==> config.mk <==
export PLATFORM = sky130hd
export DESIGN_NAME = usrp_core
export DESIGN_NICKNAME = d
export VERILOG_FILES = /design/src/hdl/usrp_pkg.sv /design/src/hdl/master_control.sv /design/src/hdl/tx_path.sv /design/src/hdl/rx_source_select.sv /design/src/hdl/rx_decimator.sv /design/src/hdl/rx_buffer.sv /design/src/hdl/usrp_core.sv
export VERILOG_INCLUDE_DIRS = /design/src /design/src/hdl
export SDC_FILE = /design/constraint.sdc
export NUM_CORES = 2
export LEC_CHECK = 0
export BUFFER_PORTS_ARGS = -buffer_cell sky130_fd_sc_hd__buf_4
export CORE_ASPECT_RATIO = 2
export CORE_MARGIN = 2
export CORE_UTILIZATION = 35
export CTS_CLUSTER_DIAMETER = 200
export DETAILED_ROUTE_END_ITERATION = 10
export GPL_TIMING_DRIVEN = 0
export HOLD_SLACK_MARGIN = 0.02
export PLACE_DENSITY = 0.53
export SLEW_MARGIN = 20
export SYNTH_ARGS = -nofsm -noshare
export SYNTH_HDL_FRONTEND = slang
export SYNTH_SLANG_ARGS = --single-unit
==> constraint.sdc <==
create_clock -name clk64 -period 4.8 [get_ports clk64]
set_input_delay 1.2 -clock clk64 [delete_from_list [all_inputs] [get_ports clk64]]
set_output_delay 1.2 -clock clk64 [all_outputs]
set_load 0.03 [all_outputs]
==> src/hdl/usrp_cfg.svh <==
// Register addresses are 7 bits wide; FIFO depths must be powers of two
`ifndef USRP_CFG_SVH
`define USRP_CFG_SVH

// Settings register addresses
`define FR_ENABLE       7'd2
`define FR_MODE         7'd13
`define FR_INTERP_RATE  7'd32
`define FR_DECIM_RATE   7'd33
`define FR_TX_MUX       7'd38

// FR_ENABLE layout: bit 0 enables transmit, bit 1 enables receive
// FR_MODE layout: bit 0 loopback, bit 1 debug counter

// Receive FIFO depth in 16-bit words
`define RX_FIFO_DEPTH   64

// Fill level at which a packet is ready for the host
`define RX_PKT_WORDS    8

// Transmit FIFO depth in I/Q pairs
`define TX_FIFO_DEPTH   16

`endif

==> src/hdl/usrp_pkg.sv <==
// Shared datapath types; only one I/Q pair exists per direction
package usrp_pkg;

   // Settings write, valid for one clk64 cycle while strobe is high
   typedef struct packed {
      logic        strobe;
      logic [6:0]  addr;
      logic [31:0] data;
   } serial_bus_s;

   // One complex sample
   typedef struct packed {
      logic [15:0] i;
      logic [15:0] q;
   } iq_s;

   // DAC routing view of a settings word
   typedef struct packed {
      logic [11:0] pad;
      logic [3:0]  dac3mux;
      logic [3:0]  dac2mux;
      logic [3:0]  dac1mux;
      logic [3:0]  dac0mux;
      logic        tx_realsignals;
      logic [2:0]  tx_numchan;
   } txmux_s;

   // Mode view of a settings word
   typedef struct packed {
      logic [29:0] pad;
      logic        counter;
      logic        loopback;
   } mode_s;

   typedef union packed {
      txmux_s txmux;
      mode_s  mode;
   } setting_word_u;

   // Control registers as the datapath sees them
   typedef struct packed {
      logic       enable_rx;
      logic       enable_tx;
      logic       counter;
      logic       loopback;
      logic [3:0] dac3mux;
      logic [3:0] dac2mux;
      logic [3:0] dac1mux;
      logic [3:0] dac0mux;
   } ctrl_s;

endpackage

==> src/hdl/master_control.sv <==
// Writes take effect one clock after the strobe; rates use the low 8 bits only
`timescale 1ns/1ns
`include "usrp_cfg.svh"

module master_control (
   input  logic                  clk64,
   input  logic                  rx_dsp_reset,
   input  usrp_pkg::serial_bus_s i_bus,
   output usrp_pkg::ctrl_s       o_ctrl,
   output logic                  o_strobe_decim,
   output logic                  o_strobe_interp,
   output logic                  o_tx_sample_strobe
);
   import usrp_pkg::*;

   setting_word_u   word;
   // Index 0 is decimation, index 1 is interpolation
   logic [1:0][7:0] rate;
   logic [1:0][7:0] rate_cnt;
   logic [1:0]      rate_en;

   assign word = i_bus.data;

   // Register decode
   always_ff @(posedge clk64)
   begin
      if (rx_dsp_reset)
      begin
         o_ctrl <= '0;
         rate   <= '0;
      end
      else if (i_bus.strobe)
      begin
         case (i_bus.addr)
            `FR_MODE:
            begin
               o_ctrl.counter  <= word.mode.counter;
               o_ctrl.loopback <= word.mode.loopback;
            end
            `FR_TX_MUX:
            begin
               o_ctrl.dac0mux <= word.txmux.dac0mux;
               o_ctrl.dac1mux <= word.txmux.dac1mux;
               o_ctrl.dac2mux <= word.txmux.dac2mux;
               o_ctrl.dac3mux <= word.txmux.dac3mux;
            end
            `FR_DECIM_RATE:
               rate[0] <= i_bus.data[7:0];
            `FR_INTERP_RATE:
               rate[1] <= i_bus.data[7:0];
            `FR_ENABLE:
            begin
               o_ctrl.enable_tx <= i_bus.data[0];
               o_ctrl.enable_rx <= i_bus.data[1];
            end
            default:
            begin
            end
         endcase
      end
   end

   assign rate_en = {o_ctrl.enable_tx, o_ctrl.enable_rx};

   // Down-counters reload from the rate, so one pulse every rate+1 cycles
   always_ff @(posedge clk64)
   begin
      for (int k = 0; k < 2; k++)
      begin
         if (rx_dsp_reset || !rate_en[k])
            rate_cnt[k] <= '0;
         else if (rate_cnt[k] == 8'd0)
            rate_cnt[k] <= rate[k];
         else
            rate_cnt[k] <= rate_cnt[k] - 8'd1;
      end
   end

   assign o_strobe_decim  = rate_en[0] && (rate_cnt[0] == 8'd0);
   assign o_strobe_interp = rate_en[1] && (rate_cnt[1] == 8'd0);

   // DAC interleave phase, parked low while transmit is off
   always_ff @(posedge clk64)
   begin
      if (rx_dsp_reset || !o_ctrl.enable_tx)
         o_tx_sample_strobe <= 1'b0;
      else
         o_tx_sample_strobe <= ~o_tx_sample_strobe;
   end

endmodule

==> src/hdl/tx_path.sv <==
// Full FIFO drops pushes, empty FIFO yields zeros; mux bits 2 and 1 are ignored
`timescale 1ns/1ns
`include "usrp_cfg.svh"

module tx_path (
   input  logic            clk64,
   input  logic            rx_dsp_reset,
   input  usrp_pkg::ctrl_s i_ctrl,
   input  logic            i_tx_wr,
   input  usrp_pkg::iq_s   i_tx_sample,
   input  logic            i_strobe_interp,
   input  logic            i_tx_sample_strobe,
   input  logic            i_clear_status,
   output usrp_pkg::iq_s   o_tx_bb,
   output logic [13:0]     o_tx_a,
   output logic [13:0]     o_tx_b,
   output logic            o_txsync,
   output logic            o_tx_underrun
);
   import usrp_pkg::*;

   localparam int DEPTH = `TX_FIFO_DEPTH;
   localparam int AW    = $clog2(DEPTH);

   iq_s           mem [DEPTH];
   logic [AW-1:0] wr_ptr;
   logic [AW-1:0] rd_ptr;
   logic [AW:0]   count;
   logic          push;
   logic          pop;
   logic          empty;
   logic [15:0]   dac_sel [4];

   // Bit 3 drives the DAC, bit 0 picks Q over I
   function automatic logic [15:0] route(input logic [3:0] mux, input iq_s s);
      if (!mux[3])
         return 16'd0;
      return mux[0] ? s.q : s.i;
   endfunction

   assign empty = (count == '0);
   assign push  = i_tx_wr && (count != DEPTH[AW:0]);
   assign pop   = i_strobe_interp && !empty;

   always_ff @(posedge clk64)
   begin
      if (push)
         mem[wr_ptr] <= i_tx_sample;
   end

   always_ff @(posedge clk64)
   begin
      if (rx_dsp_reset)
      begin
         wr_ptr        <= '0;
         rd_ptr        <= '0;
         count         <= '0;
         o_tx_bb       <= '0;
         o_tx_underrun <= 1'b0;
      end
      else
      begin
         if (push)
            wr_ptr <= wr_ptr + 1'b1;
         if (pop)
            rd_ptr <= rd_ptr + 1'b1;
         if (push && !pop)
            count <= count + 1'b1;
         else if (pop && !push)
            count <= count - 1'b1;
         // Interpolation strobe takes a pair, or zeros when starved
         if (pop)
            o_tx_bb <= mem[rd_ptr];
         else if (i_strobe_interp)
            o_tx_bb <= '0;
         if (i_clear_status)
            o_tx_underrun <= 1'b0;
         else if (i_strobe_interp && empty)
            o_tx_underrun <= 1'b1;
      end
   end

   assign dac_sel[0] = route(i_ctrl.dac0mux, o_tx_bb);
   assign dac_sel[1] = route(i_ctrl.dac1mux, o_tx_bb);
   assign dac_sel[2] = route(i_ctrl.dac2mux, o_tx_bb);
   assign dac_sel[3] = route(i_ctrl.dac3mux, o_tx_bb);

   // Each DAC port alternates between two slots, top 14 bits only
   assign o_tx_a   = i_tx_sample_strobe ? dac_sel[1][15:2] : dac_sel[0][15:2];
   assign o_tx_b   = i_tx_sample_strobe ? dac_sel[3][15:2] : dac_sel[2][15:2];
   assign o_txsync = i_tx_sample_strobe;

endmodule

==> src/hdl/rx_source_select.sv <==
// Counter mode wins over loopback; loopback holds the last popped transmit pair
`timescale 1ns/1ns

module rx_source_select (
   input  logic            clk64,
   input  logic            rx_dsp_reset,
   input  usrp_pkg::ctrl_s i_ctrl,
   input  logic            i_hb_strobe,
   input  usrp_pkg::iq_s   i_dec_sample,
   input  usrp_pkg::iq_s   i_tx_bb,
   input  logic            i_strobe_interp,
   output usrp_pkg::iq_s   o_rx_ch
);
   import usrp_pkg::*;

   logic [15:0] debug_counter;
   logic        interp_d;
   iq_s         loopback;

   // Debug ramp, two steps per receive pair
   always_ff @(posedge clk64)
   begin
      if (rx_dsp_reset || !i_ctrl.enable_rx)
         debug_counter <= 16'd0;
      else if (i_hb_strobe)
         debug_counter <= debug_counter + 16'd2;
   end

   // tx_bb updates on the strobe edge, so sample it a cycle later
   always_ff @(posedge clk64)
   begin
      if (rx_dsp_reset)
      begin
         interp_d <= 1'b0;
         loopback <= '0;
      end
      else
      begin
         interp_d <= i_strobe_interp;
         if (interp_d)
            loopback <= i_tx_bb;
      end
   end

   always_comb
   begin
      if (i_ctrl.counter)
         o_rx_ch = '{i: debug_counter, q: debug_counter + 16'd1};
      else if (i_ctrl.loopback)
         o_rx_ch = loopback;
      else
         o_rx_ch = i_dec_sample;
   end

endmodule

==> src/hdl/rx_decimator.sv <==
// Output is the plain sum of rate+1 samples cut to 16 bits, no gain correction
`timescale 1ns/1ns

module rx_decimator (
   input  logic          clk64,
   input  logic          rx_dsp_reset,
   input  logic [11:0]   i_rx_a,
   input  logic [11:0]   i_rx_b,
   input  logic          i_strobe_decim,
   output usrp_pkg::iq_s o_sample,
   output logic          o_hb_strobe
);
   import usrp_pkg::*;

   // 256 samples of 12 bits fit in 20 bits, 24 leaves margin
   logic [1:0][23:0] acc;
   logic [1:0][23:0] acc_next;
   logic [1:0][11:0] adc;

   // Channel 0 is I, channel 1 is Q
   assign adc = {i_rx_b, i_rx_a};

   always_comb
   begin
      for (int k = 0; k < 2; k++)
         acc_next[k] = acc[k] + {{12{adc[k][11]}}, adc[k]};
   end

   always_ff @(posedge clk64)
   begin
      if (rx_dsp_reset)
      begin
         acc         <= '0;
         o_sample    <= '0;
         o_hb_strobe <= 1'b0;
      end
      else
      begin
         o_hb_strobe <= i_strobe_decim;
         if (i_strobe_decim)
         begin
            // Dump includes this cycle's sample, then start over
            o_sample.i <= acc_next[0][15:0];
            o_sample.q <= acc_next[1][15:0];
            acc        <= '0;
         end
         else
            acc <= acc_next;
      end
   end

endmodule

==> src/hdl/rx_buffer.sv <==
// Writes I then Q on the next cycle, so decimation rate must be at least 1
`timescale 1ns/1ns
`include "usrp_cfg.svh"

module rx_buffer (
   input  logic          clk64,
   input  logic          rx_dsp_reset,
   input  logic          i_enable_rx,
   input  logic          i_hb_strobe,
   input  usrp_pkg::iq_s i_ch,
   input  logic          i_rd,
   input  logic          i_clear_status,
   output logic [15:0]   o_rx_data,
   output logic          o_have_pkt_rdy,
   output logic          o_rx_overrun
);
   localparam int DEPTH = `RX_FIFO_DEPTH;
   localparam int AW    = $clog2(DEPTH);

   logic [15:0]   mem [DEPTH];
   logic [AW-1:0] wr_ptr;
   logic [AW-1:0] rd_ptr;
   logic [AW:0]   count;
   logic [15:0]   q_hold;
   logic          q_pend;
   logic          wr_req;
   logic [15:0]   wr_word;
   logic          full;
   logic          do_wr;
   logic          do_rd;

   // Q waits one cycle behind its I
   assign wr_req  = q_pend || (i_hb_strobe && i_enable_rx);
   assign wr_word = q_pend ? q_hold : i_ch.i;

   assign full  = (count == DEPTH[AW:0]);
   assign do_wr = wr_req && !full;
   assign do_rd = i_rd && (count != '0);

   always_ff @(posedge clk64)
   begin
      if (i_hb_strobe)
         q_hold <= i_ch.q;
      if (do_wr)
         mem[wr_ptr] <= wr_word;
   end

   always_ff @(posedge clk64)
   begin
      if (rx_dsp_reset)
      begin
         q_pend       <= 1'b0;
         wr_ptr       <= '0;
         rd_ptr       <= '0;
         count        <= '0;
         o_rx_overrun <= 1'b0;
      end
      else
      begin
         q_pend <= i_hb_strobe && i_enable_rx;
         if (do_wr)
            wr_ptr <= wr_ptr + 1'b1;
         if (do_rd)
            rd_ptr <= rd_ptr + 1'b1;
         if (do_wr && !do_rd)
            count <= count + 1'b1;
         else if (do_rd && !do_wr)
            count <= count - 1'b1;
         // Sticky until the host clears it
         if (i_clear_status)
            o_rx_overrun <= 1'b0;
         else if (wr_req && full)
            o_rx_overrun <= 1'b1;
      end
   end

   // First-word fall-through read port
   assign o_rx_data      = mem[rd_ptr];
   assign o_have_pkt_rdy = (count >= (AW + 1)'(`RX_PKT_WORDS));

endmodule

==> src/hdl/usrp_core.sv <==
// Single clk64 domain; reads and writes are one-cycle strobes with no handshake
`timescale 1ns/1ns

module usrp_core (
   input  logic                  clk64,
   input  logic                  rx_dsp_reset,
   input  usrp_pkg::serial_bus_s i_bus,
   input  logic [11:0]           i_rx_a,
   input  logic [11:0]           i_rx_b,
   input  logic                  i_tx_wr,
   input  usrp_pkg::iq_s         i_tx_sample,
   input  logic                  i_rd,
   input  logic                  i_clear_status,
   output logic [15:0]           o_rx_data,
   output logic                  o_have_pkt_rdy,
   output logic                  o_rx_overrun,
   output logic [13:0]           o_tx_a,
   output logic [13:0]           o_tx_b,
   output logic                  o_txsync,
   output logic                  o_tx_underrun
);
   import usrp_pkg::*;

   ctrl_s ctrl;
   logic  strobe_decim;
   logic  strobe_interp;
   logic  tx_sample_strobe;
   logic  hb_strobe;
   iq_s   dec_sample;
   iq_s   tx_bb;
   iq_s   rx_ch;

   master_control master_control_i (
      .clk64              (clk64),
      .rx_dsp_reset       (rx_dsp_reset),
      .i_bus              (i_bus),
      .o_ctrl             (ctrl),
      .o_strobe_decim     (strobe_decim),
      .o_strobe_interp    (strobe_interp),
      .o_tx_sample_strobe (tx_sample_strobe)
   );

   // Transmit side
   tx_path tx_path_i (
      .clk64              (clk64),
      .rx_dsp_reset       (rx_dsp_reset),
      .i_ctrl             (ctrl),
      .i_tx_wr            (i_tx_wr),
      .i_tx_sample        (i_tx_sample),
      .i_strobe_interp    (strobe_interp),
      .i_tx_sample_strobe (tx_sample_strobe),
      .i_clear_status     (i_clear_status),
      .o_tx_bb            (tx_bb),
      .o_tx_a             (o_tx_a),
      .o_tx_b             (o_tx_b),
      .o_txsync           (o_txsync),
      .o_tx_underrun      (o_tx_underrun)
   );

   // Receive side
   rx_decimator rx_decimator_i (
      .clk64          (clk64),
      .rx_dsp_reset   (rx_dsp_reset),
      .i_rx_a         (i_rx_a),
      .i_rx_b         (i_rx_b),
      .i_strobe_decim (strobe_decim),
      .o_sample       (dec_sample),
      .o_hb_strobe    (hb_strobe)
   );

   rx_source_select rx_source_select_i (
      .clk64           (clk64),
      .rx_dsp_reset    (rx_dsp_reset),
      .i_ctrl          (ctrl),
      .i_hb_strobe     (hb_strobe),
      .i_dec_sample    (dec_sample),
      .i_tx_bb         (tx_bb),
      .i_strobe_interp (strobe_interp),
      .o_rx_ch         (rx_ch)
   );

   rx_buffer rx_buffer_i (
      .clk64          (clk64),
      .rx_dsp_reset   (rx_dsp_reset),
      .i_enable_rx    (ctrl.enable_rx),
      .i_hb_strobe    (hb_strobe),
      .i_ch           (rx_ch),
      .i_rd           (i_rd),
      .i_clear_status (i_clear_status),
      .o_rx_data      (o_rx_data),
      .o_have_pkt_rdy (o_have_pkt_rdy),
      .o_rx_overrun   (o_rx_overrun)
   );

endmodule

==> results.yml <==
finish:
  mostFrequentLayoutCells: "edfxtp_1 (1552), mux4_2 (335), dfxtp_1 (235)"
  regArea_sq_mm: 0.0513
  final_common_cell: "edfxtp_1"
  layout-drive-gt1-share_pct: 26.7
  n_fill_cell: 17752
  stdcell_area_sq_mm: 0.0832
  syn_to_final_growth_pct: 18.3
  nets: 4312
  multi_input_area_sq_mm: 0.0186
drt:
  wl_per_cell_um: 30.0
  vias: 36764
  drtAntennaViolNets: 0
  wl_um: 206000
  drcViolationCount: 0
  viasPerCell: 5.36
  dr.pass1.iters: 5
  drt_iter0_drc: 2838
die:
  num_rows: 232
  die_w_um: 321
  die_area_sq_mm: 0.205
  initial_utilization_pct: 35.2
  core_sq_mm: 0.200
  die_h_um: 638
  pin_count: 149
power_and_ir_drop:
  p_sw_share_pct: 25.3
  pwr-share-clk_pct: 36.9
  power_switching_mw: 8.87
  ir_drop_uv: 318
  p_per_area_mw_per_mm2: 421
  internal-power_mw: 26.2
  p_leak_nw: 26.2
  pwr-share-seq_pct: 48.8
  pwr-share-comb_pct: 14.3
worst_setup_path:
  r2r-start: "rx_decimator_i.o_hb_strobe$_SDFF_PP0_"
  critPathKind: "flop to output pin"
  crit_required_ps: 3600
  arrival_ps: 3620
  start_kind: "flop"
  r2r_cells: 7
  endpoint_kind: "output pin"
  crit_fanout: 10
worst_hold_path:
  min_path_cells: 2
  hold_path_class: "flop to flop"
  min_from: "master_control_i.rate[10]$_SDFFE_PP0P_"
job:
  drv_cap: 0
global_route:
  grt_max_degree: 25
  grt_pass1_vias: 38793
  antenna_found_initial: 12
  grt_pass1_wl_um: 288000
  grt.total_usage_pct: 20.0
  overflow: 0
cts:
  clk_path_buf_depth: 4
  clock_sinks: 1787
  insertion_delay_ps: 830
  cts_buffers: 169
  tritoncts: "yes"
  clk_transition_reported_paths_ps: 60
  cts_hold_buf: 0
  h-tree-depth: 4
  cts-root-buf: "clkbuf_16"
synthesis:
  ys_ff_latch: 1787
  yosysSeqAreaShare_pct: 73.0
  yosys.area.top_type: "edfxtp_1"
  synthCells: 3690
  synth_top_area_share_pct: 66.3
  synth_async_sr_flop_share_pct: 0
  syn-num-nets: 3848
  synth_area_leaders: "edfxtp_1 (66%), mux4_2 (11%), dfxtp_1 (6.7%), mux4_1 (3.0%), nor2_1 (1.6%)"
  synthDistinctLibCells: 66
  synth_warnings: 0
  synth_area_sq_mm: 0.0703
  synth_edf_count: 1552
  syn_area_per_cell_sq_um: 19.0
  ys.flop_type: "edfxtp_1"
place:
  numPortBuffers: 130
  hpwl_um: 152000
  detailed_place.area_sq_mm: 0.0773
  gp_congestion: 0.884
  dp_slack_ps: -300
timing:
  hold_violations: 0
  worst_slack_ps: -16.2
  skew_ps: 71.8
  relSlewSlack_pct: 24.7
  setup_violations: 1
  rsz0062_at_grt: "yes"
  min_period_over_period_pct: 100
  hold_ws_ps: 454
  worst_slew_pin_slew_ps: 1120
  fin_crit_ps: 4820
  clock.fmax_mhz: 208
  slew_viol_final: 0
run_status:
  outcome: "finished, violations left"
  violations: "negative setup slack"
## per-layer routing
metal	global-route usage [%]	routed length [um]
met1	19.8	67700
met2	38.9	116000
met3	2.72	8040
met4	11.9	14000
met5	0	90
## Yosys cell counts, types with 12 or more instances
library cell and count:
o22ai_1 34, or3_1 13, mux2i_1 57, nor3_1 21, nand2b_1 12, a22oi_1 31, edfxtp_1 1552, dfxtp_1 235
ha_1 53, buf_1 16, mux4_1 81, a211oi_1 60, buf_6 23, o31ai_1 18, a22o_1 52, xor2_1 45
a32o_1 32, nor2_1 302, nand3_1 23, clkbuf_1 102, xnor2_1 30, mux4_2 335, inv_1 21, clkbuf_8 25
o221ai_1 12, buf_2 27, a21oi_1 65, nor2b_1 74, nand2_1 129, nand4_1 14, o21ai_0 69
## critical path, cell delays in order (launching register included)
cell	delay (ps)
dfxtp_1	450
clkbuf_4	290
or2_2	320
clkbuf_4	370
o22ai_1	110
nor2_1	170
nor2_1	60
a31oi_1	360
and3_1	420
buf_4	230
## cell families after synthesis
logic type	Yosys count	share of synthesized area, %
muxes	473	14.6
AOI/OAI and AO/OA	441	4.46
and+or+nand+nor	636	4.11
buffers and inverters	221	1.87
adders and majority gates	57	1.06
DFF	1787	73.0
xor gates and xnor gates	75	0.935
## flip-flops by register name, summed over array words and instances, names as in the netlist, 5 cells and up, named ones only
name                              count
rx_source_select_i.loopback          32
rx_decimator_i.acc                   32
rx_buffer_i.wr_ptr                    6
rx_decimator_i.o_sample              32
master_control_i.rate_cnt            16
rx_buffer_i.q_hold                   16
tx_path_i.count                       5
rx_source_select_i.debug_counter     15
master_control_i.o_ctrl              12
tx_path_i.mem                       512
master_control_i.rate                16
rx_buffer_i.count                     7
rx_buffer_i.rd_ptr                    6
tx_path_i.o_tx_bb                    32
rx_buffer_i.mem                    1024
## path summary, 6_finish.rpt
path / to / slack, ps
worst max-delay path: o_rx_data[7] / -20
worst max register to register: rx_buffer_i.mem[51][3]$_DFFE_PP_ / 710
worst min-delay path: master_control_i.rate[10]$_SDFFE_PP0P_ / 450
worst min register to register: master_control_i.rate[10]$_SDFFE_PP0P_ / 450
## through the flow
stage               power, mW  setup TNS [ps]  cells  util (%)
floorplan                20.4               0   3690         -
global placement         22.1        -5783710   6394      37.3
detailed placement       22.2            -959   6553      38.7
CTS                      35.4           -94.6   6852      41.6
global route             36.1           -41.7   6853      41.6
finish                   35.0           -16.2   6856      41.6
## power by group through the flow
stage | Clock (mW) | Sequential, mW | Combinational [mW]
6_report | 12.9 | 17.1 | 5.00
4_1_cts | 13.2 | 17.1 | 5.08
2_1_floorplan | 0 | 17.4 | 2.96
3_3_place_gp | 0 | 17.5 | 4.68
5_1_grt | 13.7 | 17.1 | 5.31
3_5_place_dp | 0 | 17.4 | 4.79
## repair_timing
item / 4_1_cts / 5_1_grt
buffers inserted: 5 / 0
setup endpoints to repair: 16 / 13
pin swaps: 8 / 3
resized for setup: 182 / 19
## final cells by class
cell class	count	area share [%]
clock inverters	80	0.850
flip-flops and latches	1787	61.7
well taps	2574	3.87
diodes	4	0.0120
plain buffers	198	1.90
repair buffers	295	3.90
multi-input cells	1682	22.3
inverters	21	0.0948
clock buffers	215	5.35
Note: power is estimated with default switching activity, not from simulation.
